## config.mk

```make
export PLATFORM = sky130hd
export DESIGN_NAME = alu
export DESIGN_NICKNAME = d
export VERILOG_FILES = /design/src/cpu_pkg.sv /design/src/alu.sv
export VERILOG_INCLUDE_DIRS = /design/src
export SDC_FILE = /design/constraint.sdc
export NUM_CORES = 1
export LEC_CHECK = 0
export BUFFER_PORTS_ARGS = -buffer_cell sky130_fd_sc_hd__buf_2
export CELL_PAD_IN_SITES_DETAIL_PLACEMENT = 2
export CELL_PAD_IN_SITES_GLOBAL_PLACEMENT = 2
export CORE_ASPECT_RATIO = 0.7
export CORE_UTILIZATION = 25
export DETAILED_ROUTE_END_ITERATION = 6
export PLACE_DENSITY = 0.67
export SYNTH_ARGS = -nofsm -noshare
export SYNTH_HDL_FRONTEND = slang
export SYNTH_SLANG_ARGS = --single-unit
```

## constraint.sdc

```tcl
create_clock -name vclk -period 9.55
set_input_delay 1.4325 -clock vclk [all_inputs]
set_output_delay 1.4325 -clock vclk [all_outputs]
set_load 0.01 [all_outputs]
```

## src/cpu_defines.svh

```systemverilog
`ifndef CPU_DEFINES_SVH
`define CPU_DEFINES_SVH

// major opcodes, instruction[30:25]
`define CPU_TY_BASE 6'b100000
`define CPU_ADDI 6'b101000
`define CPU_ORI 6'b101100
`define CPU_XORI 6'b101011
`define CPU_MOVI 6'b100010
`define CPU_LWI 6'b000010
`define CPU_SWI 6'b001010
`define CPU_TY_LS 6'b011100
`define CPU_TY_B 6'b100110
`define CPU_JJ 6'b100100

// base group, instruction[4:0]
`define CPU_ADD 5'b00000
`define CPU_SUB 5'b00001
`define CPU_AND 5'b00010
`define CPU_XOR 5'b00011
`define CPU_OR 5'b00100
`define CPU_SLLI 5'b01000
`define CPU_SRLI 5'b01001
`define CPU_ROTRI 5'b01011

// load/store group, instruction[7:0]
`define CPU_LW 8'b00000010
`define CPU_SW 8'b00001010

// branch group, instruction[14]
`define CPU_BEQ 1'b0
`define CPU_BNE 1'b1

`define CPU_F_OPCODE 30:25
`define CPU_F_RT 24:20
`define CPU_F_RA 19:15
`define CPU_F_RB 14:10
`define CPU_F_SUB_BASE 4:0
`define CPU_F_SUB_LS 7:0
`define CPU_F_SUB_B 14
`define CPU_F_IMM5 14:10
`define CPU_F_IMM14 13:0
`define CPU_F_IMM15 14:0
`define CPU_F_IMM20 19:0
`define CPU_F_IMM24 23:0

// alu operation codes
`define CPU_ALU_ADD 4'd0
`define CPU_ALU_SUB 4'd1
`define CPU_ALU_AND 4'd2
`define CPU_ALU_OR 4'd3
`define CPU_ALU_XOR 4'd4
`define CPU_ALU_SRL 4'd5
`define CPU_ALU_SLL 4'd6
`define CPU_ALU_ROTR 4'd7

`define CPU_IMEM_DEPTH 64
`define CPU_DMEM_DEPTH 32

`endif

```

## src/cpu_pkg.sv

```systemverilog
package cpu_pkg;

	typedef logic [31:0] word_t;
	typedef logic [4:0] reg_addr_t;

	// word-granular program counter
	typedef logic [7:0] pc_t;

	// 0 sequential, 1 branch, 2 jump
	typedef logic [1:0] pc_sel_t;

	// 0 rb, 1 ext imm, 2 imm15 offset, 3 rb index, 4 rt compare
	typedef logic [2:0] alu_src2_t;

	// 0 shamt, 1 sext15, 2 zext15, 3 sext20
	typedef logic [1:0] imm_ext_t;

	// 0 alu, 1 imm, 2 memory
	typedef logic [1:0] wb_sel_t;

	typedef enum logic [2:0] {
		s_fetch,
		s_decode,
		s_execute,
		s_memaccess,
		s_writeback,
		s_pc_update
	} cpu_state_t;

endpackage

```

## src/alu.sv

```systemverilog
`timescale 1ns/1ns
`include "cpu_defines.svh"

module alu (
	input cpu_pkg::word_t operand_a,
	input cpu_pkg::word_t operand_b,
	input logic [3:0] alu_op,
	output cpu_pkg::word_t result,
	output logic zero
);
	import cpu_pkg::*;

	logic [4:0] shamt;
	logic [63:0] doubled;

	assign shamt = operand_b[4:0];
	// rotate as a shift of the word placed twice
	assign doubled = {operand_a, operand_a} >> shamt;

	always_comb begin
		case (alu_op)
			`CPU_ALU_ADD: result = operand_a + operand_b;
			`CPU_ALU_SUB: result = operand_a - operand_b;
			`CPU_ALU_AND: result = operand_a & operand_b;
			`CPU_ALU_OR: result = operand_a | operand_b;
			`CPU_ALU_XOR: result = operand_a ^ operand_b;
			`CPU_ALU_SRL: result = operand_a >> shamt;
			`CPU_ALU_SLL: result = operand_a << shamt;
			`CPU_ALU_ROTR: result = word_t'(doubled);
			default: result = operand_a + operand_b;
		endcase
	end

	assign zero = (result == '0);

endmodule

```

==> metrics.txt <==
Residual DRC 0; Power Density 76.0 mW/mm^2; leading area contributor after synthesis ha_1; number of distinct library cells after synthesis 85; overall routing resource usage 30.4%; GPL Wtd Cong 1.02; Final TNS setup 0 ns; Vias 10,424; Initial Utilization 25.7%; antenna-violating nets left 0; final setup vio count 0; Clk pwr share 0%; Hold Buf Count CTS 0; Worst setup SP type input port; # Max-Cap Violations 0; final net count 1,372; P_leak 3.90 nW; Pint 0.234 mW; Die W 221 um; VDD IR-drop max 0.0321 mV; status completed; final instance area 0.00934 mm^2; initial antenna violation count 3; Seq cells 0; synth top area cells ha_1 14%, mux4_2 10%, mux2i_1 7.0%, a21oi_1 5.3%, nand2_1 5.0%; Slew @ Worst Pin 1.10 ns; Setup CP Type in2out; Area growth, synth to finish 11.0%; Min-Delay Path Class in2out; Gate Count Post-Synth 1,155; final WL 53.8 mm; port bufs 101; I/O pins 101; first-pass GRT wire length 76.9 mm; commonest cells in the netlist 113 x nand2_1, 97 x ha_1, 89 x a21oi_1; Sw Ratio 67.1%; Avg WL per Cell 33.0 um; maximum clock rate 0.108 GHz; Cell Rows 55; Slew headroom 26.0%; Placeable Area 0.0327 mm^2; Max Slew Vio Count 0; total gr overflow 0; DR vias/cell 6.39; register area 0 um^2; P_sw 0.476 mW; die height 156 um; Synthesized Nets 1,321; Placed Area 0.00934 mm^2; met2 Use GR 44.9%; fin crit period 9.22 ns; syn avg cell area 7.29 um^2; layout cell share with drive strength beyond 1 17.7%; Resize count post-CTS 0; combinational power share 100.0%; sequential share of power 0%; top-area cell type share of the netlist area 14.4%; vias in the first global route 10,474; routing usage on met1 43.4%; gr busiest metal met2; Die Area 0.0344 mm^2; RSZ-0062 raised after global routing no; Initial DRC Count 873; HPWL after DPL 43.6 mm; Syn Std Cell Area 0.00842 mm^2; YS warnings 0; most frequent cell after synthesis nand2_1; Antenna Cells 0; period utilisation layout 96.5%; critical path arrival 7.79 ns; CP Max Fanout 26; Post-CTS Repair Setup Buffers 0; Pre-Repair DR Iteration Count 5; Seq/Total Area, Yosys 0%; hold violation count in the final report 0; largest net degree at the start of global routing 62; CP Capture Type output port; clock buf count 0; Crit path required time 8.12 ns; met3 track demand over resource 8.23%; fin util 28.6%
final timing paths:
check | start | to | depth (start not counted)
setup / recovery | operand_b[1] | zero | 19
hold / removal | operand_b[31] | result[31] | 6
routing by layer:
layer	share of wire, %	wire length, um
met4	2.5	1350
met1	47	25500
met5	0.067	36
met3	9.3	5010
met2	41	21900
worst max-delay path: stages:
cell      delay (ns)
buf_4           0.22
nor3_1          0.42
and3_1          0.38
and4b_1         0.33
nand4_1         0.29
nor4_1          0.90
a41oi_1         0.29
xnor2_1         0.19
ha_1            0.38
nor4b_1         0.21
a211oi_1        0.23
o31ai_1         0.10
nor3_1          0.30
o221ai_1        0.18
a211o_1         0.33
or4b_1          0.53
nor4_1          0.62
and4b_1         0.29
buf_2           0.13
logic make-up (layout without fill, tap and decap cells):
kind of cell    count (synthesis)  count (layout)  share of synthesized area [%]
simple gates                  332             332                           19.3
buf+inv                       162             211                           7.88
fa+ha+maj                      98              98                           14.7
compound gates                387             387                           31.0
mux                           124             124                           21.7
xor+xnor                       52              52                           5.41
power groups by stage:
stage | combinational (mW) | clock [mW] | sequential, mW
2_1_floorplan | 0.396 | 0 | 0
3_3_place_gp | 0.674 | 0 | 0
3_5_place_dp | 0.686 | 0 | 0
4_1_cts | 0.689 | 0 | 0
5_1_grt | 0.743 | 0 | 0
6_report | 0.710 | 0 | 0
layout by cell type (no fill, tap or decap), types with 31 or more instances in the layout:
cell type and count:
a21oi_1 89, buf_2 99, buf_4 31, ha_1 97, inv_1 76, mux2i_1 59
mux4_2 38, nand2_1 113, nor2_1 72, o21ai_0 78, xnor2_1 45
stage by stage:
stage	setup slack (ns)	total power, mW	instances	hold WS, ns
floorplan	1.12	0.396	1155	3.19
global placement	0.782	0.674	1631	3.53
detailed placement	0.621	0.686	1631	3.57
CTS	0.595	0.689	1631	3.59
global route	0.201	0.743	1631	3.65
finish	0.332	0.710	1631	3.57
cell type report:
cell class | instances | area, um^2
repair buffers | 130 | 728
inverters | 81 | 304
fillers | 3859 | 23300
multi-input cells | 993 | 7770
well taps | 427 | 534
Note: power is estimated with default switching activity, not from simulation.
