===== src/cpu_defines.svh =====
`ifndef CPU_DEFINES_SVH
`define CPU_DEFINES_SVH

// major opcodes, instruction[30:25]
`define CPU_TY_BASE 6'b100000
`define CPU_ADDI 6'b101000
`define CPU_ORI 6'b101100
`define CPU_XORI 6'b101011
`define CPU_MOVI 6'b100010
`define CPU_LWI 6'b000010
`define CPU_SWI 6'b001010
`define CPU_TY_LS 6'b011100
`define CPU_TY_B 6'b100110
`define CPU_JJ 6'b100100

// base group, instruction[4:0]
`define CPU_ADD 5'b00000
`define CPU_SUB 5'b00001
`define CPU_AND 5'b00010
`define CPU_XOR 5'b00011
`define CPU_OR 5'b00100
`define CPU_SLLI 5'b01000
`define CPU_SRLI 5'b01001
`define CPU_ROTRI 5'b01011

// load/store group, instruction[7:0]
`define CPU_LW 8'b00000010
`define CPU_SW 8'b00001010

// branch group, instruction[14]
`define CPU_BEQ 1'b0
`define CPU_BNE 1'b1

`define CPU_F_OPCODE 30:25
`define CPU_F_RT 24:20
`define CPU_F_RA 19:15
`define CPU_F_RB 14:10
`define CPU_F_SUB_BASE 4:0
`define CPU_F_SUB_LS 7:0
`define CPU_F_SUB_B 14
`define CPU_F_IMM5 14:10
`define CPU_F_IMM14 13:0
`define CPU_F_IMM15 14:0
`define CPU_F_IMM20 19:0
`define CPU_F_IMM24 23:0

// alu operation codes
`define CPU_ALU_ADD 4'd0
`define CPU_ALU_SUB 4'd1
`define CPU_ALU_AND 4'd2
`define CPU_ALU_OR 4'd3
`define CPU_ALU_XOR 4'd4
`define CPU_ALU_SRL 4'd5
`define CPU_ALU_SLL 4'd6
`define CPU_ALU_ROTR 4'd7

`define CPU_IMEM_DEPTH 64
`define CPU_DMEM_DEPTH 32

`endif


===== src/cpu_pkg.sv =====
package cpu_pkg;

	typedef logic [31:0] word_t;
	typedef logic [4:0] reg_addr_t;

	// word-granular program counter
	typedef logic [7:0] pc_t;

	// 0 sequential, 1 branch, 2 jump
	typedef logic [1:0] pc_sel_t;

	// 0 rb, 1 ext imm, 2 imm15 offset, 3 rb index, 4 rt compare
	typedef logic [2:0] alu_src2_t;

	// 0 shamt, 1 sext15, 2 zext15, 3 sext20
	typedef logic [1:0] imm_ext_t;

	// 0 alu, 1 imm, 2 memory
	typedef logic [1:0] wb_sel_t;

	typedef enum logic [2:0] {
		s_fetch,
		s_decode,
		s_execute,
		s_memaccess,
		s_writeback,
		s_pc_update
	} cpu_state_t;

endpackage


===== src/data_memory.sv =====
`timescale 1ns/1ns
`include "cpu_defines.svh"

module data_memory #(
	parameter int depth = `CPU_DMEM_DEPTH
) (
	input logic clock,
	input logic reset,
	input logic read_enable,
	input logic write_enable,
	input logic [$clog2(depth)-1:0] addr,
	input cpu_pkg::word_t write_data,
	output cpu_pkg::word_t read_data
);
	import cpu_pkg::*;

	word_t mem [depth];

	always_ff @(posedge clock or posedge reset) begin
		if (reset) begin
			for (int i = 0; i < depth; i++) begin
				mem[i] <= '0;
			end
		end else if (write_enable) begin
			mem[addr] <= write_data;
		end
	end

	// held until the next load or lw
	always_ff @(posedge clock) begin
		if (read_enable) begin
			read_data <= mem[addr];
		end
	end

endmodule


===== config.mk =====
export PLATFORM = sky130hd
export DESIGN_NAME = data_memory
export DESIGN_NICKNAME = d
export VERILOG_FILES = /design/src/cpu_pkg.sv /design/src/data_memory.sv
export VERILOG_INCLUDE_DIRS = /design/src
export SDC_FILE = /design/constraint.sdc
export NUM_CORES = 2
export LEC_CHECK = 0
export ABC_AREA = 1
export BUFFER_PORTS_ARGS = -buffer_cell sky130_fd_sc_hd__buf_2
export CAP_MARGIN = 30
export CORE_ASPECT_RATIO = 0.7
export CORE_MARGIN = 10
export CORE_UTILIZATION = 35
export CTS_BUF_LIST = sky130_fd_sc_hd__clkbuf_2 sky130_fd_sc_hd__clkbuf_4 sky130_fd_sc_hd__clkbuf_8
export CTS_CLUSTER_SIZE = 14
export DETAILED_ROUTE_END_ITERATION = 7
export SLEW_MARGIN = 0
export SYNTH_ARGS = -nofsm -noshare
export SYNTH_HDL_FRONTEND = slang
export SYNTH_SLANG_ARGS = --single-unit
export TNS_END_PERCENT = 20

===== constraint.sdc =====
create_clock -name clock -period 43.8 [get_ports clock]
set_clock_uncertainty 0.1 [all_clocks]
set_input_delay 4.38 -clock clock [delete_from_list [all_inputs] [get_ports clock]]
set_output_delay 4.38 -clock clock [all_outputs]
set_load 0.02 [all_outputs]

==> impl_metrics.yaml <==
timing:
  slew-limit-headroom: 0.2620
  drv_slew: 0
  finalHoldViolCount: 0
  rsz0062_at_grt: "no"
  worst_pin_slew_ns: 1.107
  setup_viol: 0
  fin_crit_ns: 8.602
  setup_tns_ns: 0
  max_freq_mhz: 116.3
  fin_crit_sh: 0.1964
setup_path:
  worstPathArrival_ns: 9.13
  crit_slowest_cell: "buf_4"
  required_ns: 44.33
  crit_chain: "buf_8 > buf_4 > buf_4 > buf_4 > buf_4 > buf_4 > o21ai_0 > nand2_1 > nand2_1 > nand2_1 > nand2_1 > nor2_1 > nand2_1"
  reg2reg_from: "mem[417]"
  startpoint_type: "input port"
  worstPathMaxFanout: 69
  path_class: "input port to flip-flop"
  worstSetupEndpointType: "flip-flop"
  crit_start: "addr[0]"
  slowest_delay_ns: 0.79
final_layout:
  areaGrowthSynthToFinish_pct: 11.43
  fin_util: 0.3920
  nFillCells: 14300
  regArea_mm2: 0.02659
  nets: 6352
  finalNonFillerCells: 8300
  multiInputGateArea_mm2: 0.01985
  drive_gt1_frac: 0.07963
clock_tree:
  cts-root-buf: "clkbuf_8"
  ctsResizeCount: 0
  clk-insertion-delay-late_ns: 0.88
  htree_num_levels: 4
  ctsHoldBuffers: 0
  cts_tree: "built"
  cts-buffers-inserted: 164
  cts.sinks: 1056
  cts_max_path_buffers: 3
  cts.clk_slew.worst_paths_ns: 0.07
  cts_setup_buffers: 0
grt:
  grt_pass1_vias: 38700
  grt.overflow.total: 0
  grt_pass1_wl_mm: 246.2
  track_usage: 0.2039
  grt_max_degree: 185
  antenna_found_initial: 12
routing:
  routed.top_layer: "met5"
  drc: 0
  wl_met1_mm: 75.75
  dr.pass1.iters: 6
  wl_met2_mm: 67.72
  viasPerCell: 4.984
  post_drt_wl_per_cell_um: 19.31
  met3_length_mm: 13.59
  wl_mm: 160.3
  vias: 41370
  ant_nets: 0
  drt_iter0_drc: 4682
power:
  clkPwrFrac: 0.347
  peakVddDrop_v: 0.00003723
  p_switching_mw: 0.7597
  seqPwrFrac: 0.497
  p_sw_frac: 0.2982
  p_comb_frac: 0.156
  power.density_mw_per_mm2: 47.12
  p_leak_nw: 28.15
  intPower_mw: 1.788
synth:
  synth.net_count: 6504
  synthCells: 6463
  synth-simple-area-share: 0.3026
  yosysUniqueCellTypes: 22
  synthXorXnorAreaFrac: 0
  yosysSeqAreaShare: 0.5479
  synth_compound_area_frac: 0.1059
  muxShareOfSynthArea: 0
  synth.avg_cell_area_um2: 7.508
  ys_ff_latch: 1056
  synth_fa_ha_area_frac: 0
  syn_area_mm2: 0.04852
  ys_warn_count: 0
  synth_top_family_by_area: "simple AND/OR/NAND/NOR gates"
floorplan:
  chipWidth_um: 465.0
  ios: 73
  rows: 114
  start_util: 0.3518
  dieHeight_um: 331.5
  dieArea_mm2: 0.1542
  design.core.area_mm2: 0.1379
status:
  outcome: "complete, no violations"
place:
  portBuffers: 72
  place.gp.congestion: 0.7802
  hpwl_mm: 86.62
  dp_cells: 7995
hold_path:
  min_from: "mem[765]"
  min_path_type: "flip-flop to flip-flop"
job:
  cap_violations: 0
==> sequential cells by signal, indices dropped and copies added (netlist names) <==
name / flops
read_data: 32
mem: 1024
==> power groups by stage <==
| stage | Sequential (mW) | Clock, mW | Combinational, mW |
|---|---|---|---|
| 2_1_floorplan | 1.27 | 0 | 0.302 |
| 3_3_place_gp | 1.27 | 0 | 0.382 |
| 3_5_place_dp | 1.28 | 0 | 0.397 |
| 4_1_cts | 1.26 | 0.900 | 0.398 |
| 5_1_grt | 1.29 | 0.944 | 0.471 |
| 6_report | 1.27 | 0.884 | 0.398 |
==> routing by layer <==
layer,global-route usage,vias to the layer above
met5,0,-
met4,0.05271,4
met3,0.04171,211
met2,0.3004,1542
met1,0.3028,19760
li1,-,19860
==> Yosys cell counts <==
cell	instances	area, um2
nand2_1	3617	13580
dfrtp_1	1024	25620
o21ai_0	781	3909
clkbuf_1	370	1389
nor2_1	191	716.9
a21oi_1	125	625.6
o21ai_1	121	605.6
buf_2	80	400.4
inv_1	37	138.9
buf_1	33	123.9
edfxtp_1	32	960.9
nand2_2	18	112.6
nand2_4	8	90.09
nor3_4	7	113.9
inv_2	6	22.52
buf_4	4	30.03
nand3_1	2	10.01
nor2_2	2	12.51
nor4_4	2	42.54
clkinv_1	1	3.750
inv_4	1	6.260
nor3b_1	1	7.510
==> cell type report <==
class,count,area share
Antenna cell,2,0.00009256
Clock buffer,263,0.05966
Clock inverter,34,0.004142
Inverter,45,0.003587
Multi-Input combinational cell,4875,0.3672
Sequential cell,1056,0.4917
Tap cell,1856,0.04295
Timing Repair Buffer,169,0.03071
==> layout by cell type, fill, tap and decap left out, drive strengths merged <==
cell type / n
a21oi: 125
buf: 169
bufinv: 1
clkbuf: 263
clkinv: 24
clkinvlp: 5
dfrtp: 1024
diode: 2
edfxtp: 32
inv: 49
nand2: 3643
nand3: 2
nor2: 193
nor3: 7
nor3b: 1
nor4: 2
o21ai: 902
==> per-stage QoR <==
step | total power, mW | instance area (um2) | hold WS [ns] | setup WS [ns]
floorplan | 1.568 | 48520 | 0.3529 | 10.50
global placement | 1.656 | 49850 | 0.3654 | 34.06
detailed placement | 1.677 | 50460 | 0.3724 | 34.04
CTS | 2.563 | 53910 | 0.3873 | 35.01
global route | 2.702 | 54070 | 0.3974 | 34.72
finish | 2.548 | 54070 | 0.3820 | 35.20
==> logic make-up (layout without fill, tap and decap cells) <==
group	Yosys count	in the layout
flops	1056	1056
simple gates	3848	3848
buf+inv	532	511
other cells	0	2
compound gates	1027	1027
==> worst paths after layout <==
path / to / slack [ns] / cells past startpoint
max in group asynchronous: mem[390] / 35.35 / 8
worst min register to register: mem[765] / 0.38 / 2
worst max-delay path: read_data[18] / 35.20 / 13
min in group asynchronous: mem[404] / 3.50 / 2
worst min-delay path: mem[765] / 0.38 / 2
worst max register to register: read_data[1] / 42.17 / 8
==> worst max-delay path, delay by kind of cell <==
| family | cells | cell delay (ns) |
|---|---|---|
| AOI/OAI and AO/OA | 1 | 0.20 |
| buffers and inverters | 6 | 3.79 |
| and+or+nand+nor | 6 | 0.52 |
Note: power is estimated with default switching activity, not from simulation.
