===== src/cpu_defines.svh =====
`ifndef CPU_DEFINES_SVH
`define CPU_DEFINES_SVH

// major opcodes, instruction[30:25]
`define CPU_TY_BASE 6'b100000
`define CPU_ADDI 6'b101000
`define CPU_ORI 6'b101100
`define CPU_XORI 6'b101011
`define CPU_MOVI 6'b100010
`define CPU_LWI 6'b000010
`define CPU_SWI 6'b001010
`define CPU_TY_LS 6'b011100
`define CPU_TY_B 6'b100110
`define CPU_JJ 6'b100100

// base group, instruction[4:0]
`define CPU_ADD 5'b00000
`define CPU_SUB 5'b00001
`define CPU_AND 5'b00010
`define CPU_XOR 5'b00011
`define CPU_OR 5'b00100
`define CPU_SLLI 5'b01000
`define CPU_SRLI 5'b01001
`define CPU_ROTRI 5'b01011

// load/store group, instruction[7:0]
`define CPU_LW 8'b00000010
`define CPU_SW 8'b00001010

// branch group, instruction[14]
`define CPU_BEQ 1'b0
`define CPU_BNE 1'b1

`define CPU_F_OPCODE 30:25
`define CPU_F_RT 24:20
`define CPU_F_RA 19:15
`define CPU_F_RB 14:10
`define CPU_F_SUB_BASE 4:0
`define CPU_F_SUB_LS 7:0
`define CPU_F_SUB_B 14
`define CPU_F_IMM5 14:10
`define CPU_F_IMM14 13:0
`define CPU_F_IMM15 14:0
`define CPU_F_IMM20 19:0
`define CPU_F_IMM24 23:0

// alu operation codes
`define CPU_ALU_ADD 4'd0
`define CPU_ALU_SUB 4'd1
`define CPU_ALU_AND 4'd2
`define CPU_ALU_OR 4'd3
`define CPU_ALU_XOR 4'd4
`define CPU_ALU_SRL 4'd5
`define CPU_ALU_SLL 4'd6
`define CPU_ALU_ROTR 4'd7

`define CPU_IMEM_DEPTH 64
`define CPU_DMEM_DEPTH 32

`endif


===== src/cpu_pkg.sv =====
package cpu_pkg;

	typedef logic [31:0] word_t;
	typedef logic [4:0] reg_addr_t;

	// word-granular program counter
	typedef logic [7:0] pc_t;

	// 0 sequential, 1 branch, 2 jump
	typedef logic [1:0] pc_sel_t;

	// 0 rb, 1 ext imm, 2 imm15 offset, 3 rb index, 4 rt compare
	typedef logic [2:0] alu_src2_t;

	// 0 shamt, 1 sext15, 2 zext15, 3 sext20
	typedef logic [1:0] imm_ext_t;

	// 0 alu, 1 imm, 2 memory
	typedef logic [1:0] wb_sel_t;

	typedef enum logic [2:0] {
		s_fetch,
		s_decode,
		s_execute,
		s_memaccess,
		s_writeback,
		s_pc_update
	} cpu_state_t;

endpackage


===== src/register_file.sv =====
`timescale 1ns/1ns

module register_file (
	input logic clock,
	input logic reset,
	input cpu_pkg::reg_addr_t read_addr_a,
	input cpu_pkg::reg_addr_t read_addr_b,
	output cpu_pkg::word_t read_data_a,
	output cpu_pkg::word_t read_data_b,
	input logic write_enable,
	input cpu_pkg::reg_addr_t write_addr,
	input cpu_pkg::word_t write_data
);
	import cpu_pkg::*;

	word_t regs [32];

	always_ff @(posedge clock or posedge reset) begin
		if (reset) begin
			for (int i = 0; i < 32; i++) begin
				regs[i] <= '0;
			end
		end else if (write_enable) begin
			regs[write_addr] <= write_data;
		end
	end

	// r0 is an ordinary register here
	assign read_data_a = regs[read_addr_a];
	assign read_data_b = regs[read_addr_b];

endmodule


===== config.mk =====
export PLATFORM = sky130hd
export DESIGN_NAME = register_file
export DESIGN_NICKNAME = d
export VERILOG_FILES = /design/src/cpu_defines.svh /design/src/cpu_pkg.sv /design/src/register_file.sv
export SDC_FILE = /design/constraint.sdc
export NUM_CORES = 2
export LEC_CHECK = 0
export ABC_AREA = 0
export BUFFER_PORTS_ARGS = -buffer_cell sky130_fd_sc_hd__buf_2
export CAP_MARGIN = 20
export CORE_UTILIZATION = 50
export DETAILED_ROUTE_END_ITERATION = 7
export GPL_TIMING_DRIVEN = 1
export PLACE_DENSITY = 0.66
export SLEW_MARGIN = 20
export SYNTH_ARGS = -nofsm -noshare
export SYNTH_HDL_FRONTEND = slang
export SYNTH_SLANG_ARGS = --single-unit
export TNS_END_PERCENT = 50

===== constraint.sdc =====
create_clock -name clock -period 39.4 [get_ports clock]
set_input_delay 7.88 -clock clock [delete_from_list [all_inputs] [get_ports clock]]
set_output_delay 7.88 -clock clock [all_outputs]
set_load 0.005 [all_outputs]

==> impl_metrics.json <==
{
  "status": "complete, no violations",
  "dieArea_mm2": 0.114,
  "p_comb_share_pct": 19.1,
  "n_fill_cell": 9594,
  "maxCapViolations": 0,
  "cts_hold_buffers": 0,
  "die_x_um": 337,
  "synth-seq-cells": 1024,
  "synth_cell_types": 29,
  "cts_inserted_buffers": 108,
  "min_to": "regs[373]",
  "largest_register_ffs": 1024,
  "powerDensity_mw_per_mm2": 50.4,
  "clock_latency_ns": 0.68,
  "ff2ff_setup_slack_ns": 38.59,
  "syn_nets": 4656,
  "synthToLayoutAreaGrowth_pct": 8.07,
  "cp_cell_sequence": "buf_8 > buf_12 > buf_4 > buf_4 > mux2i_1 > a22o_1 > nor3_1 > a31oi_1 > nand3_1 > buf_2",
  "r2r_end": "regs[551]",
  "post_cts_buffers": 0,
  "drive_above_1_share_pct": 30.8,
  "worst_slew_pin_slew_ns": 1.16,
  "crit_type": "input pin to output port",
  "crit_path_frequent_cell": "buf_4",
  "clockBufferDepth": 3,
  "grt-ovfl-total": 0,
  "viasPerCell": 6.45,
  "p_int_w": 0.00221,
  "path_max_fanout": 138,
  "startpoint_type": "input pin",
  "cp_data_required_time_ns": 31.52,
  "dp_cells": 5843,
  "skew_ns": 0,
  "max_freq_mhz": 49.1,
  "num_rows": 122,
  "synth_area_leader_cell": "dfrtp_1",
  "synth-async-reset-ratio_pct": 100,
  "cts_sinks": 1024,
  "pwr-share-clk_pct": 34.8,
  "gp_congestion": 0.769,
  "routedWlPerCell_um": 28.4,
  "portBuffers": 113,
  "drc": 0,
  "stdcell_area_mm2": 0.0608,
  "ff2ff_path_depth": 1,
  "drt-total-wl_um": 172000,
  "cpLargestDelayFamily": "buffers and inverters",
  "slew_violations": 0,
  "setup_viol": 0,
  "core_area_mm2": 0.111,
  "detail-route-antenna-nets": 0,
  "worstReg2RegStart": "regs[551]",
  "relSlewSlack_pct": 22.4,
  "power_switching_w": 0.000859,
  "synth_edf_count": 0,
  "p_sw_share_pct": 28.0,
  "start_util_pct": 50.6,
  "vias": 38900,
  "largestRegisters": "regs x1024",
  "grt_start_max_net_pins": 140,
  "die_h_um": 337,
  "period_minus_slack_ns": 20.38,
  "hold_viol": 0,
  "worst_setup_path_end_kind": "output port",
  "grt_first_pass_wirelength_um": 255000,
  "synth_area_mm2": 0.0562,
  "critPathArrivalTime_ns": 12.50,
  "root_buffer": "clkbuf_16",
  "first_pass_iters": 5,
  "peakVddDrop_mv": 0.0490,
  "grt_use_total_pct": 30.0,
  "cp.buffers_inverters": 5,
  "fin_crit_sh_pct": 51.7,
  "regMostFlops": "regs",
  "synth_top_cell_area_share_pct": 45.6,
  "worstHoldPathCells": 1,
  "cts_resized": 0,
  "max_stage_delay_ns": 0.97,
  "dp_hpwl_um": 85600,
  "multi_input_area_mm2": 0.0283,
  "sequentialPowerShare_pct": 46.1,
  "drt_iter0_markers": 3596,
  "yosys_warnings": 0,
  "regArea_mm2": 0.0256,
  "antenna_found_initial": 5,
  "setup_tns_ns": 0,
  "cts_tree": "yes",
  "hold_path_class": "flop to flop",
  "rsz0062_at_grt": "no",
  "dpl-instance-area_mm2": 0.0571,
  "cts_max_level": 3,
  "layout.cells.non_filler": 6039,
  "layout.nets": 4516,
  "cp_slowest_cell": "buf_4",
  "postSynthAreaPerCell_um2": 12.2,
  "hold_path.startpoint": "regs[373]",
  "syn_inst": 4606,
  "grt_pass1_vias": 38800,
  "ys_top_cells_by_area": "dfrtp_1, mux2_2, mux2i_1, a22oi_1, a22o_1",
  "cellLeakagePower_nw": 28.7,
  "synth-seq-area-share_pct": 45.6,
  "synth_top_flop_cell": "dfrtp_1",
  "io_pins": 114,
  "yosys-top-cells-count": "dfrtp_1, mux2i_1, mux2_2",
  "path_clk_slew_ns": 0.06
}
==> power groups by stage <==
stage                     Combinational [W]  Clock (W)  Sequential [W]
after floorplan                    0.000464          0         0.00139
after global placement             0.000567          0         0.00141
after detailed placement           0.000582          0         0.00142
after CTS                          0.000585    0.00108         0.00141
after global routing               0.000638    0.00112         0.00144
final                              0.000585    0.00107         0.00141
==> metrics by stage <==
stage | total power, W | worst slack [ns] | utilization (%) | hold slack, ns
floorplan | 0.00185 | 2.70 | - | 0.479
global placement | 0.00198 | 19.07 | 51.3 | 0.490
detailed placement | 0.00201 | 19.04 | 51.3 | 0.497
CTS | 0.00308 | 19.03 | 54.6 | 0.511
global route | 0.00320 | 18.83 | 54.7 | 0.522
finish | 0.00307 | 19.02 | 54.7 | 0.511
==> worst max path at each step <==
stage                     slack [ns]  cells after the start      startpoint         endpoint
after global placement         19.07                     10  read_addr_b[1]  read_data_b[15]
after CTS                      19.03                     10  read_addr_b[1]  read_data_b[15]
after detailed placement       19.04                     10  read_addr_b[1]  read_data_b[15]
final                          19.02                     10  read_addr_b[1]  read_data_b[15]
after floorplan                 2.70                      1           reset          regs[0]
after global routing           18.83                     10  read_addr_b[1]  read_data_b[26]
==> logic make-up after synthesis <==
| family | after synthesis | share of synthesized area [%] |
|---|---|---|
| AO/OA/AOI/OAI | 576 | 6.98 |
| buffers and inverters | 445 | 4.32 |
| flip-flops | 1024 | 45.6 |
| multiplexers | 2048 | 38.7 |
| AND/OR/NAND/NOR | 513 | 4.38 |
==> cells in the final DEF, fill, tap and decap left out, types with 2 or more instances in the layout <==
| master | count |
|---|---|
| a22o_1 | 128 |
| a22oi_1 | 192 |
| bufinv_16 | 14 |
| nand3b_1 | 4 |
| dfrtp_1 | 1024 |
| a31oi_1 | 64 |
| buf_4 | 72 |
| diode_2 | 3 |
| nor3_1 | 65 |
| nand2_2 | 18 |
| buf_2 | 111 |
| clkbuf_16 | 109 |
| nor2_4 | 18 |
| inv_6 | 2 |
| nand3_1 | 194 |
| or2_2 | 3 |
| clkinvlp_4 | 3 |
| clkbuf_1 | 27 |
| nand2b_2 | 4 |
| and2_4 | 2 |
| buf_12 | 8 |
| a21oi_1 | 192 |
| mux2_1 | 37 |
| clkbuf_8 | 22 |
| mux2i_1 | 1024 |
| clkinv_2 | 15 |
| mux2_2 | 987 |
| buf_8 | 2 |
| nand2_1 | 193 |
| nor2b_4 | 4 |
| nor3b_2 | 3 |
==> per-layer routing <==
metal  part of all wire (%)  global-route usage [%]
met1                     45                    42.9
met5                 0.0076                       0
met3                    7.0                    4.63
met2                     45                    46.4
met4                    3.2                    10.0
==> layout make-up <==
cell class,instances,area share [%]
inverter,1,0.0185
clock buffer,158,5.15
timing repair buffer,194,2.16
tap,1488,3.06
sequential,1024,42.2
antenna,3,0.0124
multi-input combinational,3137,46.5
clock inverter,34,0.881
Power figures use the tool's default switching activity.
