$ cat config.mk
export PLATFORM = sky130hd
export DESIGN_NAME = instruction_memory
export DESIGN_NICKNAME = d
export VERILOG_FILES = /design/src/cpu_pkg.sv /design/src/instruction_memory.sv
export VERILOG_INCLUDE_DIRS = /design/src
export SDC_FILE = /design/constraint.sdc
export NUM_CORES = 2
export LEC_CHECK = 0
export BUFFER_PORTS_ARGS = -buffer_cell sky130_fd_sc_hd__buf_2
export CORE_MARGIN = 8
export CORE_UTILIZATION = 25
export DETAILED_ROUTE_END_ITERATION = 7
export PLACE_DENSITY = 0.34
export SYNTH_ARGS = -nofsm -noshare
export SYNTH_HDL_FRONTEND = slang
export SYNTH_SLANG_ARGS = --single-unit
$ cat constraint.sdc
create_clock -name clock -period 4.9 [get_ports clock]
set_clock_uncertainty 0.15 [all_clocks]
set_input_delay 0.98 -clock clock [delete_from_list [all_inputs] [get_ports clock]]
set_output_delay 0.98 -clock clock [all_outputs]
set_load 0.1 [all_outputs]
$ cat src/cpu_defines.svh
`ifndef CPU_DEFINES_SVH
`define CPU_DEFINES_SVH

// major opcodes, instruction[30:25]
`define CPU_TY_BASE 6'b100000
`define CPU_ADDI 6'b101000
`define CPU_ORI 6'b101100
`define CPU_XORI 6'b101011
`define CPU_MOVI 6'b100010
`define CPU_LWI 6'b000010
`define CPU_SWI 6'b001010
`define CPU_TY_LS 6'b011100
`define CPU_TY_B 6'b100110
`define CPU_JJ 6'b100100

// base group, instruction[4:0]
`define CPU_ADD 5'b00000
`define CPU_SUB 5'b00001
`define CPU_AND 5'b00010
`define CPU_XOR 5'b00011
`define CPU_OR 5'b00100
`define CPU_SLLI 5'b01000
`define CPU_SRLI 5'b01001
`define CPU_ROTRI 5'b01011

// load/store group, instruction[7:0]
`define CPU_LW 8'b00000010
`define CPU_SW 8'b00001010

// branch group, instruction[14]
`define CPU_BEQ 1'b0
`define CPU_BNE 1'b1

`define CPU_F_OPCODE 30:25
`define CPU_F_RT 24:20
`define CPU_F_RA 19:15
`define CPU_F_RB 14:10
`define CPU_F_SUB_BASE 4:0
`define CPU_F_SUB_LS 7:0
`define CPU_F_SUB_B 14
`define CPU_F_IMM5 14:10
`define CPU_F_IMM14 13:0
`define CPU_F_IMM15 14:0
`define CPU_F_IMM20 19:0
`define CPU_F_IMM24 23:0

// alu operation codes
`define CPU_ALU_ADD 4'd0
`define CPU_ALU_SUB 4'd1
`define CPU_ALU_AND 4'd2
`define CPU_ALU_OR 4'd3
`define CPU_ALU_XOR 4'd4
`define CPU_ALU_SRL 4'd5
`define CPU_ALU_SLL 4'd6
`define CPU_ALU_ROTR 4'd7

`define CPU_IMEM_DEPTH 64
`define CPU_DMEM_DEPTH 32

`endif

$ cat src/cpu_pkg.sv
package cpu_pkg;

	typedef logic [31:0] word_t;
	typedef logic [4:0] reg_addr_t;

	// word-granular program counter
	typedef logic [7:0] pc_t;

	// 0 sequential, 1 branch, 2 jump
	typedef logic [1:0] pc_sel_t;

	// 0 rb, 1 ext imm, 2 imm15 offset, 3 rb index, 4 rt compare
	typedef logic [2:0] alu_src2_t;

	// 0 shamt, 1 sext15, 2 zext15, 3 sext20
	typedef logic [1:0] imm_ext_t;

	// 0 alu, 1 imm, 2 memory
	typedef logic [1:0] wb_sel_t;

	typedef enum logic [2:0] {
		s_fetch,
		s_decode,
		s_execute,
		s_memaccess,
		s_writeback,
		s_pc_update
	} cpu_state_t;

endpackage

$ cat src/instruction_memory.sv
`timescale 1ns/1ns
`include "cpu_defines.svh"

module instruction_memory #(
	parameter int depth = `CPU_IMEM_DEPTH
) (
	input logic clock,
	input logic read_enable,
	input cpu_pkg::pc_t read_addr,
	output cpu_pkg::word_t read_data,
	input logic load,
	input cpu_pkg::pc_t load_addr,
	input cpu_pkg::word_t load_data
);
	import cpu_pkg::*;

	localparam int aw = $clog2(depth);

	word_t mem [depth];

	// program load port, used while the core is held in reset
	always_ff @(posedge clock) begin
		if (load) begin
			mem[load_addr[aw-1:0]] <= load_data;
		end
	end

	always_ff @(posedge clock) begin
		if (read_enable) begin
			read_data <= mem[read_addr[aw-1:0]];
		end
	end

	a_no_load_during_fetch: assert property (@(posedge clock) !(load && read_enable));

endmodule

==> qor.tcl <==
set qor(finalWorstPathRequiredPeriod_ns) 3.579
set qor(post_drt_wl_per_cell_um) 31.09
set qor(timing.rr.start) {mem[31][18]$_DFFE_PP_}
set qor(grt_pass1_vias) 38730
set qor(finalMaxSlewViolations) 0
set qor(final_layout_size_suffix_gt1_share_pct) 32.09
set qor(ys.flop_type) {edfxtp_1}
set qor(worstPathBufferInverterCount) 3
set qor(via_count) 36563
set qor(drt-pass1-iter-count) 7
set qor(cpMaxStageDelayCell) {mux4_2}
set qor(hold-path-endpoint) {mem[1][3]$_DFFE_PP_}
set qor(power.static_leakage_nw) 28.67
set qor(worstHoldStart) {load_data[3]}
set qor(insertion_delay_ns) 0.87
set qor(cts.sinks) 2080
set qor(worst_path_dominant_cell_family) {buffers and inverters}
set qor(synth_edf_count) 2080
set qor(async_flop_share_pct) 0
set qor(synthesis.yosys.warnings) 0
set qor(number_of_buffers_added_by_the_clock_tree_synthesis_step) 232
set qor(cts-hold-fix-buffers) 0
set qor(routed_antenna_nets) 0
set qor(cts-htree-levels) 4
set qor(hold_depth) 1
set qor(io_buffers) 78
set qor(synth_top_area_cell) {edfxtp_1}
set qor(end_kind) {flip-flop}
set qor(synth_sequential_area_ratio_pct) 79.23
set qor(globalRouteMet2Util_pct) 24.55
set qor(placement_rows) 206
set qor(max_freq_mhz) 279.4
set qor(vdd_ir_drop_max_v) 0.0002626
set qor(critPathLaunch) {read_addr[0]}
set qor(cts_repair_resize_count) 0
set qor(worst_path_largest_cell_delay_ns) 0.56
set qor(grt_pass1_wl_um) 342000
set qor(design.final.nets) 3746
set qor(startpoint_type_of_the_worst_setup_path) {input pin}
set qor(avgSynthCellArea_um2) 23.72
set qor(arrival_ns) 4.05
set qor(netlist_area_pre_place_um2) 78840
set qor(totalNegativeSetupSlack_ns) 0
set qor(clock-root-buffer) {clkbuf_16}
set qor(design.die.area_um2) 333600
set qor(io-pin-count) 83
set qor(postLayoutSetupSlackWorst_ns) 1.321
set qor(drtIter0Drc) 3005
set qor(timing.final.crit_share_pct) 73.04
set qor(synth_largest_type_area_fraction_pct) 79.23
set qor(clockBufferDepth) 4
set qor(final_count_of_hold_timing_violations) 0
set qor(die_w_um) 577.6
set qor(post-dp-hpwl_um) 147100
set qor(worst-setup-path-type) {input pin to flip-flop}
set qor(top_usage_layer) {met2}
set qor(power_density_nw_per_um2) 416.8
set qor(grt_setup_unrepaired) {false}
set qor(initial_core_util_pct) 25.07
set qor(chipHeight_um) 577.6
set qor(timing.slew.headroom_pct) 21.98
set qor(post-cts-setup-buffers) 0
set qor(postSynthRegisterBits) 2080
set qor(gr-total-overflow) 0
set qor(detailed_route_drc_error_count) 0
set qor(num-fill-cells) 30362
set qor(cts_tree) {built}
set qor(tightestPinTransition_ns) 1.170
set qor(synthToLayoutAreaGrowth_pct) 18.97
set qor(post_synthesis_net_count) 3375
set qor(grt_use_met3_pct) 1.964
set qor(global_route.usage.total_pct) 14.75
set qor(cell_count_after_synthesis) 3324
set qor(cp_cell_sequence) {buf_8 > buf_4 > mux4_2 > mux4_2 > o22ai_1 > nor2_1 > buf_4}
set qor(finalSetupViolCount) 0
set qor(dpl_worst_slack_ns) 0.3818
set qor(grt_antenna_before_repair) 27
set qor(core_region_area_um2) 314500
set qor(worstHoldPathType) {input pin to flip-flop}
set qor(cp.required_ns) 5.37
set qor(cap_violations) 0
set qor(status) {complete, no violations}
set qor(routabilityCongestion) 0.7276
set qor(clk_transition_reported_paths_ns) 0.06
set qor(yosys-top-cells-area) {edfxtp_1 79%, mux4_2 16%, mux2i_1 1.2%, o22ai_1 0.67%, nor2_1 0.65%}
set qor(grt_start_max_net_pins) 65
set qor(route.detailed.vias_per_inst) 4.544
set qor(routed_wirelength_um) 250200
set qor(reg2reg_slack_ns) 2.02
set qor(r2r.worst_path.cells) 5
set qor(timing.rr.end) {read_data[18]$_DFFE_PP_}
set qor(globalRouteMet1Util_pct) 20.45
set qor(maximum_net_fanout_on_the_critical_path) 31
set qor(synthDistinctLibCells) 33
-- registers in the layout (all words and copies together) (netlist names) --
register   flops
read_data     32
mem         2048
-- metrics by stage --
step	util (%)	power, mW	cell area, um2	std cells	hold slack (ns)
after floorplan	-	21.30	78840	3324	0.6002
after global placement	27.50	22.47	86460	7621	0.6937
after detailed placement	27.50	22.47	86460	7621	0.6870
after CTS	29.82	39.73	93760	8037	0.2449
after global routing	29.82	40.36	93770	8041	0.2882
final	29.83	39.09	93790	8047	0.3377
-- cells by family after synthesis --
| family | Yosys count | share of synthesized area [%] |
|---|---|---|
| DFF | 2080 | 79.23 |
| muxes | 637 | 16.72 |
| and+or+nand+nor | 223 | 1.260 |
| AOI/OAI and AO/OA | 202 | 1.666 |
| buffers and inverters | 182 | 1.124 |
-- cell type report --
class	instances	area [um2]	area share (%)
clock inverter	130	1210	1.290
sequential	2080	62460	66.60
multi-input combinational	1062	15970	17.03
tap	4160	5205	5.550
antenna	10	25.02	0.02668
timing repair buffer	319	2824	3.011
clock buffer	286	6093	6.497
-- layout by cell type, fill, tap and decap left out, types with 5 or more instances in the layout --
master,n
edfxtp_1,2080
mux4_2,544
clkbuf_16,236
buf_4,194
mux2i_1,93
o22ai_1,84
nor2_1,74
buf_2,74
a21oi_1,62
nor2_4,62
clkinv_1,56
clkbuf_1,50
buf_12,47
clkinv_2,39
o221ai_1,27
nand2_1,26
bufinv_16,23
nor2b_1,14
a22oi_1,12
diode_2,10
a311oi_1,8
clkinvlp_4,8
nand2b_1,7
nand3b_1,5
nor3_1,5
nand3_1,5
-- layer usage --
layer / vias to the layer above / part of all wire, % / wire length (um)
met5: - / 0.0040 / 10
met2: 744 / 48 / 120700
met4: 2 / 2.4 / 5978
li1: 15100 / - / -
met1: 20422 / 45 / 113600
met3: 295 / 3.9 / 9816
-- where the power goes --
part	switching (mW)	total, mW	internal, mW
clock	7.12	17.1	9.96
sequential	0.0362	19.8	19.7
combinational	1.52	2.24	0.721
-- worst reg2reg max path: cells and delay by family, from the launching register on --
kind | cells | cell delay [ns]
compound gates | 1 | 0.49
simple gates | 1 | 0.35
mux | 2 | 1.06
buf+inv | 1 | 0.24
flops | 1 | 0.36
-- how the worst max path moves through the flow --
stage / cells after the start / to / slack, ns
final: 7 / read_data[18]$_DFFE_PP_ / 1.32
after CTS: 7 / read_data[18]$_DFFE_PP_ / 1.34
after global placement: 7 / read_data[18]$_DFFE_PP_ / 0.33
after floorplan: 4 / mem[48][0]$_DFFE_PP_ / 0.61
after global routing: 7 / read_data[18]$_DFFE_PP_ / 1.32
after detailed placement: 7 / read_data[18]$_DFFE_PP_ / 0.38
-- synth_stat cells (7+ instances only) --
library cell and number:
a21oi_1 62, buf_4 25, clkbuf_1 74, buf_1 21, nor2b_1 15, a22oi_1 12
nor3_1 7, mux2i_1 93, nor2_1 137, mux4_2 544, buf_2 57, a311oi_1 8
o221ai_1 27, edfxtp_1 2080, nand2b_1 8, nand2_1 26, o22ai_1 84
Note: power is estimated with default switching activity, not from simulation.
