<file path="config.mk">
export PLATFORM = sky130hd
export DESIGN_NAME = controller
export DESIGN_NICKNAME = d
export VERILOG_FILES = /design/src/cpu_pkg.sv /design/src/controller.sv
export VERILOG_INCLUDE_DIRS = /design/src
export SDC_FILE = /design/constraint.sdc
export NUM_CORES = 1
export LEC_CHECK = 0
export ABC_AREA = 1
export BUFFER_PORTS_ARGS = -buffer_cell sky130_fd_sc_hd__buf_2
export CAP_MARGIN = 5
export CORE_AREA = 8 8 57 59
export CTS_BUF_LIST = sky130_fd_sc_hd__clkbuf_2
export DETAILED_ROUTE_END_ITERATION = 8
export DIE_AREA = 0 0 65 67
export GPL_TIMING_DRIVEN = 0
export HOLD_SLACK_MARGIN = 0.03
export PLACE_DENSITY = 0.71
export SLEW_MARGIN = 25
export SYNTH_ARGS = -nofsm -noshare
export SYNTH_HDL_FRONTEND = slang
export SYNTH_SLANG_ARGS = --single-unit
</file>
<file path="constraint.sdc">
create_clock -name clock -period 0.9 [get_ports clock]
set_clock_uncertainty 0.05 [all_clocks]
set_input_delay 0.135 -clock clock [delete_from_list [all_inputs] [get_ports clock]]
set_output_delay 0.135 -clock clock [all_outputs]
set_load 0.01 [all_outputs]
</file>
<file path="src/cpu_defines.svh">
`ifndef CPU_DEFINES_SVH
`define CPU_DEFINES_SVH

// major opcodes, instruction[30:25]
`define CPU_TY_BASE 6'b100000
`define CPU_ADDI 6'b101000
`define CPU_ORI 6'b101100
`define CPU_XORI 6'b101011
`define CPU_MOVI 6'b100010
`define CPU_LWI 6'b000010
`define CPU_SWI 6'b001010
`define CPU_TY_LS 6'b011100
`define CPU_TY_B 6'b100110
`define CPU_JJ 6'b100100

// base group, instruction[4:0]
`define CPU_ADD 5'b00000
`define CPU_SUB 5'b00001
`define CPU_AND 5'b00010
`define CPU_XOR 5'b00011
`define CPU_OR 5'b00100
`define CPU_SLLI 5'b01000
`define CPU_SRLI 5'b01001
`define CPU_ROTRI 5'b01011

// load/store group, instruction[7:0]
`define CPU_LW 8'b00000010
`define CPU_SW 8'b00001010

// branch group, instruction[14]
`define CPU_BEQ 1'b0
`define CPU_BNE 1'b1

`define CPU_F_OPCODE 30:25
`define CPU_F_RT 24:20
`define CPU_F_RA 19:15
`define CPU_F_RB 14:10
`define CPU_F_SUB_BASE 4:0
`define CPU_F_SUB_LS 7:0
`define CPU_F_SUB_B 14
`define CPU_F_IMM5 14:10
`define CPU_F_IMM14 13:0
`define CPU_F_IMM15 14:0
`define CPU_F_IMM20 19:0
`define CPU_F_IMM24 23:0

// alu operation codes
`define CPU_ALU_ADD 4'd0
`define CPU_ALU_SUB 4'd1
`define CPU_ALU_AND 4'd2
`define CPU_ALU_OR 4'd3
`define CPU_ALU_XOR 4'd4
`define CPU_ALU_SRL 4'd5
`define CPU_ALU_SLL 4'd6
`define CPU_ALU_ROTR 4'd7

`define CPU_IMEM_DEPTH 64
`define CPU_DMEM_DEPTH 32

`endif

</file>
<file path="src/cpu_pkg.sv">
package cpu_pkg;

	typedef logic [31:0] word_t;
	typedef logic [4:0] reg_addr_t;

	// word-granular program counter
	typedef logic [7:0] pc_t;

	// 0 sequential, 1 branch, 2 jump
	typedef logic [1:0] pc_sel_t;

	// 0 rb, 1 ext imm, 2 imm15 offset, 3 rb index, 4 rt compare
	typedef logic [2:0] alu_src2_t;

	// 0 shamt, 1 sext15, 2 zext15, 3 sext20
	typedef logic [1:0] imm_ext_t;

	// 0 alu, 1 imm, 2 memory
	typedef logic [1:0] wb_sel_t;

	typedef enum logic [2:0] {
		s_fetch,
		s_decode,
		s_execute,
		s_memaccess,
		s_writeback,
		s_pc_update
	} cpu_state_t;

endpackage

</file>
<file path="src/controller.sv">
`timescale 1ns/1ns
`include "cpu_defines.svh"

module controller (
	input logic clock,
	input logic reset,
	input cpu_pkg::word_t instruction,
	input logic alu_zero,
	output logic enable_fetch,
	output logic enable_decode,
	output logic enable_execute,
	output logic enable_memaccess,
	output logic enable_writeback,
	output logic enable_pc,
	output cpu_pkg::pc_sel_t pc_select,
	output cpu_pkg::alu_src2_t alu_src2_select,
	output cpu_pkg::imm_ext_t imm_extend_select,
	output cpu_pkg::wb_sel_t write_reg_select,
	output logic [3:0] alu_op,
	output logic dm_read,
	output logic dm_write,
	output logic do_reg_write,
	output cpu_pkg::reg_addr_t reg_ra_addr,
	output cpu_pkg::reg_addr_t reg_rb_addr,
	output cpu_pkg::reg_addr_t reg_rt_addr
);
	import cpu_pkg::*;

	cpu_state_t state;
	cpu_state_t next_state;
	logic [5:0] opcode;
	logic [4:0] sub_base;
	logic [7:0] sub_ls;
	logic sub_b;

	assign opcode = instruction[`CPU_F_OPCODE];
	assign sub_base = instruction[`CPU_F_SUB_BASE];
	assign sub_ls = instruction[`CPU_F_SUB_LS];
	assign sub_b = instruction[`CPU_F_SUB_B];
	assign reg_ra_addr = instruction[`CPU_F_RA];
	assign reg_rb_addr = instruction[`CPU_F_RB];
	assign reg_rt_addr = instruction[`CPU_F_RT];

	always_ff @(posedge clock or posedge reset) begin
		if (reset) begin
			state <= s_fetch;
		end else begin
			state <= next_state;
		end
	end

	always_comb begin
		enable_fetch = 1'b0;
		enable_decode = 1'b0;
		enable_execute = 1'b0;
		enable_memaccess = 1'b0;
		enable_writeback = 1'b0;
		enable_pc = 1'b0;
		next_state = s_fetch;
		case (state)
			s_fetch: begin
				enable_fetch = 1'b1;
				next_state = s_decode;
			end
			s_decode: begin
				enable_decode = 1'b1;
				next_state = s_execute;
			end
			s_execute: begin
				enable_execute = 1'b1;
				next_state = s_memaccess;
			end
			s_memaccess: begin
				enable_memaccess = 1'b1;
				next_state = s_writeback;
			end
			s_writeback: begin
				enable_writeback = 1'b1;
				next_state = s_pc_update;
			end
			default: begin
				enable_pc = 1'b1;
				next_state = s_fetch;
			end
		endcase
	end

	// alu_zero is the registered result of ra - rt
	always_comb begin
		pc_select = 2'd0;
		if (opcode == `CPU_JJ) begin
			pc_select = 2'd2;
		end else if (opcode == `CPU_TY_B) begin
			if ((sub_b == `CPU_BEQ && alu_zero) || (sub_b == `CPU_BNE && !alu_zero)) begin
				pc_select = 2'd1;
			end
		end
	end

	always_comb begin
		alu_src2_select = 3'd0;
		imm_extend_select = 2'd0;
		write_reg_select = 2'd0;
		alu_op = `CPU_ALU_ADD;
		dm_read = 1'b0;
		dm_write = 1'b0;
		do_reg_write = 1'b0;
		case (opcode)
			`CPU_TY_BASE: begin
				do_reg_write = 1'b1;
				case (sub_base)
					`CPU_ADD: alu_op = `CPU_ALU_ADD;
					`CPU_SUB: alu_op = `CPU_ALU_SUB;
					`CPU_AND: alu_op = `CPU_ALU_AND;
					`CPU_OR: alu_op = `CPU_ALU_OR;
					`CPU_XOR: alu_op = `CPU_ALU_XOR;
					`CPU_SRLI: begin
						alu_op = `CPU_ALU_SRL;
						alu_src2_select = 3'd1;
					end
					`CPU_SLLI: begin
						alu_op = `CPU_ALU_SLL;
						alu_src2_select = 3'd1;
					end
					`CPU_ROTRI: begin
						alu_op = `CPU_ALU_ROTR;
						alu_src2_select = 3'd1;
					end
					default: do_reg_write = 1'b0;
				endcase
			end
			`CPU_ADDI, `CPU_ORI, `CPU_XORI, `CPU_MOVI: begin
				alu_src2_select = 3'd1;
				do_reg_write = 1'b1;
				case (opcode)
					`CPU_ADDI: imm_extend_select = 2'd1;
					`CPU_ORI: begin
						imm_extend_select = 2'd2;
						alu_op = `CPU_ALU_OR;
					end
					`CPU_XORI: begin
						imm_extend_select = 2'd2;
						alu_op = `CPU_ALU_XOR;
					end
					default: begin
						// movi writes the immediate itself
						imm_extend_select = 2'd3;
						write_reg_select = 2'd1;
					end
				endcase
			end
			`CPU_LWI: begin
				alu_src2_select = 3'd2;
				write_reg_select = 2'd2;
				dm_read = 1'b1;
				do_reg_write = 1'b1;
			end
			`CPU_SWI: begin
				alu_src2_select = 3'd2;
				dm_write = 1'b1;
			end
			`CPU_TY_LS: begin
				alu_src2_select = 3'd3;
				if (sub_ls == `CPU_LW) begin
					write_reg_select = 2'd2;
					dm_read = 1'b1;
					do_reg_write = 1'b1;
				end else if (sub_ls == `CPU_SW) begin
					dm_write = 1'b1;
				end
			end
			`CPU_TY_B: begin
				alu_src2_select = 3'd4;
				alu_op = `CPU_ALU_SUB;
			end
			default: begin
			end
		endcase
	end

	// instruction register loads only as decode ends
	a_instruction_held: assert property (@(posedge clock) disable iff (reset)
		!$past(enable_decode) |-> $stable(instruction));

endmodule

</file>
==> summary.txt, run 1 <==
Outcome - finished, violations left
Violated checks - setup timing
Seq/Total Area, Yosys - 0.111
Pre-antenna DRT Iters - 4
Inserted Clock Buffers - 3
IO Pins - 72
Nets - 239
Initial Util - 0.286
Period utilization - 1.40
Post-Place Cells - 206
Biggest registers after layout - state (3)
Vias - 1075
Clk Latency, worst-skew pair - 210 ps
Yosys top cell area share - 0.177
PD cells - 517 nW/um^2
Synth area leaders - buf_4 (18%), nand2_1 (14%), nor2_1 (13%)
FF-to-FF End - state[2]
Grt total ovfl - 0
Diode count - 0
Core Footprint - 2360 sq um
GRT Util Overall - 0.140
CP endpoint kind - primary output
First-pass GRT wire length - 5.00 mm
Post-route setup TNS - -5670 ps
DRT iter0 DRCs - 28
Power Total - 0.000814 W
Layout cell share with drive strength beyond 1 - 0.754
Final min period - 1260 ps
Largest net degree at the start of global routing - 6
CTS sink cnt - 3
Setup WS pre-CTS - -375 ps
Final wirelength - 3.21 mm
Via density - 4.61
Vias in the first global route - 1213
Critical path startpoint category - flip-flop
Clock tree buffer depth - 2
Die Ht - 67 microns
# fillers - 211
Seq cells post-synth - 3
Required @ worst endpoint - 710 ps
CTS tree - done
Buffers on Ports - 53
HPWL after DPL - 2.06 mm
Synthesis-to-finish area growth - 133%
Post-synth cell types - 24
Initial antenna violation count - 0
Syn_area_per_cell - 5.50 sq um
Synth warn - 0
Gate count of the mapped netlist - 123
RSZ-0062 raised after global routing - true
# Max-Cap Violations - 0
Final Hold Viols - 0
Cell Area, Synth - 677 sq um
Setup ws final - -356 ps
Row count - 18
Max frequency - 0.796 GHz
Final Max Tran Viols - 0
R2R Path Start - state[1]
Final setup vio count - 23
Worst path arrival time - 1070 ps
P_leak - 0.847 nW
CP max FO - 5
H-tree depth - 1
Critical path type - flip-flop to primary output
Post-Layout Cell Count - 233
Max reg flops - 3
CTS clk-pin slew, worst paths - 50 ps
Most flops, register - state
ANT nets after route - 0
Die ar. - 4360 sq um
Die X-Extent - 65 microns
Worst r2r path cells - 6
Per-cell routed wire length - 13.8 microns
Routability-driven placement congestion ratio - 0.819
R2R Setup Slk - -280 ps
Worst VDD drop - 0.468 mV
CTS Root Cell - clkbuf_2
Post-synth net total - 158
Cell taking the most area after synthesis - buf_4
Hold WC Path Type - primary input to asynchronous set/reset pin
Remaining routing DRC violations - 0
## routing by layer
layer  up-vias  global-route usage  part of all wire
li1        529                   -                 -
met1       485               0.127              0.35
met2        57               0.265              0.53
met3         4              0.0638              0.10
met4         0              0.0572             0.012
met5         -                   0                 0
## what timing repair did
action / CTS / global route
gates cloned: 0 / 0
pin swaps: 33 / 23
endpoints found under the hold margin: 3 / 0
endpoints found under the setup margin: 22 / 23
setup buffers: 19 / 6
hold buffers: 1 / 0
resized for setup: 79 / 20
## synth_stat cells (all sizes together)
master and number:
nand4 1, a21oi 2, inv 16, xnor2 1, dfrtp 3, o22ai 2
nor4 2, o21ai 5, conb 1, o211ai 1, nand3 11, nor2 32
nand3b 1, buf 16, clkinv 1, nor3 1, nand2 27
## worst max-delay path by stage
stage | start | endpoint | slack (ps) | cells past startpoint
final | state[0] | enable_decode | -360 | 4
after global routing | state[1] | enable_fetch | -440 | 4
after CTS | state[1] | enable_fetch | -380 | 4
after detailed placement | instruction[25] | do_reg_write | -380 | 9
after global placement | instruction[25] | do_reg_write | -360 | 9
after floorplan | state[1] | enable_fetch | -40 | 3
## cell type report
cell class	count	area [sq um]	share of cell area
Buffer	16	120	0.0763
Clock buffer	4	20.0	0.0127
Inverter	17	82.6	0.0524
Multi-Input combinational cell	87	654	0.415
Sequential cell	3	76.3	0.0485
Tap cell	30	37.5	0.0238
Timing Repair Buffer	76	584	0.371
## stage by stage
| step | hold WS, ps | instance area, sq um | util |
|---|---|---|---|
| 2_1_floorplan | -161 | 711 | - |
| 3_3_place_gp | -42.8 | 1010 | 0.429 |
| 3_5_place_dp | -38.8 | 1010 | 0.429 |
| 4_1_cts | 271 | 1470 | 0.622 |
| 5_1_grt | 286 | 1580 | 0.666 |
| 6_report | 298 | 1580 | 0.666 |
## worst max-delay path: stages, from the launching register on
cell and delay (ps):
dfrtp_1 420, buf_6 150, nand2_2 50, nor2_1 100, buf_2 140
## report_power, final
part | leakage, nW | internal [W] | switching [W] | total, W
sequential | 0.0362 | 0.000135 | 0 | 0.000135
clock | 0.0166 | 0.000117 | 0.0000780 | 0.000195
combinational | 0.794 | 0.000246 | 0.000238 | 0.000484
## cell families (layout without fill, tap and decap cells)
| family | count (synthesis) | count (layout) | share of synthesized area |
|---|---|---|---|
| AND/OR/NAND/NOR | 75 | 75 | 0.518 |
| buffers and inverters | 33 | 113 | 0.272 |
| AO/OA/AOI/OAI | 10 | 10 | 0.0813 |
| flip-flops | 3 | 3 | 0.111 |
| other | 1 | 1 | 0.00554 |
| XOR/XNOR | 1 | 1 | 0.0129 |
## placed cells by master, fill, tap and decap left out, drive strengths merged
cell type	Yosys	layout
a21oi	2	2
buf	16	91
clkbuf	0	4
clkinv	1	1
conb	1	1
dfrtp	3	3
dlygate4sd3	0	1
inv	16	16
nand2	27	27
nand3	11	11
nand3b	1	1
nand4	1	1
nor2	32	32
nor3	1	1
nor4	2	2
o211ai	1	1
o21ai	5	5
o22ai	2	2
xnor2	1	1
No activity file was read; power rests on OpenSTA's default activity.
==> run 2: changes to the inputs <==
Settings changed: CTS_BUF_LIST sky130_fd_sc_hd__clkbuf_2 to sky130_fd_sc_hd__clkbuf_4 sky130_fd_sc_hd__clkbuf_8.
==> run 2 against run 1 <==
  * The flow still finishes with violations (setup timing)
  * Sequential power about the same
  * Sequential share of layout area down 0.15 points
  * Design area up 3.2%
  * Critical path type unchanged
  * Largest cell class unchanged
  * Highest routed layer unchanged
==> summary.txt, run 2 (synthesized netlist as in run 1, its figures left out) <==
Outcome - finished, violations left
Violated checks - setup timing
Final wirelength - 3.21 mm (-0.19%)
CP max FO - 5 (unchanged)
Worst path arrival time - 1110 ps (+40 ps)
Final min period - 1290 ps (+35.9 ps)
Commonest non-fill, non-tap cell in the layout - buf_2
Initial antenna violation count - 0 (unchanged)
CP endpoint kind - primary output
Worst VDD drop - 0.703 mV (+50%)
CP peak stage delay - 370 ps (-50 ps)
# Max-Cap Violations - 0 (unchanged)
Hold WC Path Type - primary input to asynchronous set/reset pin
CTS clk-pin slew, worst paths - 40 ps (about the same)
Max frequency - 0.774 GHz (-2.8%)
CTS tree - done
Worst Path Buf+Inv - 3 (+1)
H-tree depth - 1 (unchanged)
Most flops, register - state
PD cells - 559 nW/um^2 (+8.2%)
DRT iter0 DRCs - 55 (+96%)
Grt total ovfl - 0 (unchanged)
HPWL after DPL - 2.06 mm (unchanged)
CP max-delay cell - dfrtp_1
ANT nets after route - 0 (unchanged)
Vias in the first global route - 1213 (unchanged)
Buffers on Ports - 53 (unchanged)
CTS Root Cell - clkbuf_4
Synthesis-to-finish area growth - 140%
Final Hold Viols - 0 (unchanged)
Final setup vio count - 22 (-4.3%)
IO Pins - 72 (unchanged)
First-pass GRT wire length - 5.05 mm (+1.1%)
Nets - 242 (+1.3%)
Die X-Extent - 65 microns (unchanged)
Worst path depth - 4 (unchanged)
Worst r2r path cells - 6 (unchanged)
Via density - 4.64 (+0.66%)
Inserted Clock Buffers - 3 (unchanged)
Most frequent cells in the layout - buf_2 (39), buf_4 (29), buf_6 (23)
Routability-driven placement congestion ratio - 0.819 (unchanged)
Clk Latency, worst-skew pair - 250 ps (+40 ps)
Initial Util - 0.286 (unchanged)
Diode count - 0 (unchanged)
RSZ-0062 raised after global routing - true
Layout cell share with drive strength beyond 1 - 0.757 (+0.00359)
Die ar. - 4360 sq um (unchanged)
Max reg flops - 3 (unchanged)
Largest net degree at the start of global routing - 6 (unchanged)
CTS sink cnt - 3 (unchanged)
Core Footprint - 2360 sq um (unchanged)
Setup ws final - -391 ps (-35.9 ps)
Critical path startpoint category - flip-flop
Vias - 1096 (+2.0%)
Crit path cell chain - buf_4 > inv_1 > nor2_2 > buf_2
Remaining routing DRC violations - 0 (unchanged)
Per-cell routed wire length - 13.6 microns (-1.5%)
Required @ worst endpoint - 710 ps (about the same)
Biggest registers after layout - state (3)
Setup WS pre-CTS - -375 ps (unchanged)
Period utilization - 1.43 (+0.0398)
End-of-flow core utilization - 0.687 (+0.0212)
Pre-antenna DRT Iters - 4 (unchanged)
Die Ht - 67 microns (unchanged)
Clock tree buffer depth - 2 (unchanged)
Row count - 18 (unchanged)
Final Max Tran Viols - 0 (unchanged)
P_leak - 0.869 nW (+2.6%)
Critical path type - flip-flop to primary output
GRT Util Overall - 0.140 (+0.000345)
CP top delay family - buffers and inverters
==> run 2: final cells by class <==
cell class	instances	area, sq um
clock buffer	4	30.0
fill	211	739
inverter	17	82.6
multi-input combinational	87	662
sequential	3	76.3
timing repair buffer	79	617
tap	30	37.5
buffer	16	120
==> run 2: power breakdown <==
| group | total, W | switching (W) | internal [W] |
|---|---|---|---|
| clock | 0.000286 | 0.0000891 | 0.000197 |
| sequential | 0.000136 | 0 | 0.000136 |
| combinational | 0.000487 | 0.000237 | 0.000250 |
==> run 2: metrics by stage <==
step	instances	TNS (ps)	hold slack [ps]	cell area (sq um)	total power, W
6_report	236	-5720	255	1630	0.000909
5_1_grt	236	-6950	273	1630	0.000957
4_1_cts	229	-4760	252	1480	0.000861
3_5_place_dp	206	-3750	-38.8	1010	0.000437
3_3_place_gp	206	-3660	-42.8	1010	0.000433
2_1_floorplan	123	-130	-161	711	0.000314
==> run 2: routing by layer <==
| layer | global-route usage | routed length (microns) | vias to the layer above |
|---|---|---|---|
| met5 | 0 | 0 | - |
| met4 | 0.0572 | 56 | 0 |
| met3 | 0.0554 | 339 | 6 |
| met2 | 0.271 | 1720 | 53 |
| met1 | 0.128 | 1090 | 495 |
| li1 | - | - | 542 |
==> run 2: final timing paths <==
path                               endpoint  slack (ps)       startpoint
setup / recovery           enable_memaccess        -390         state[0]
min in group clock           reg_rt_addr[4]         410  instruction[24]
setup reg to reg                   state[2]        -260         state[1]
hold / removal                     state[1]         260            reset
hold reg to reg                    state[0]         480         state[1]
max in group asynchronous          state[1]         400            reset
==> run 2: worst min-delay path, stage by stage <==
cell and delay (ps):
dlygate4sd3_1 520, buf_2 120, inv_1 110
==> run 2: repair_timing <==
action,4_1_cts,5_1_grt
setup buffers,19,8
hold buffers,1,0
gates resized for setup,79,22
setup endpoints to repair,22,23
endpoints found under the hold margin,3,0
pin swaps,31,20
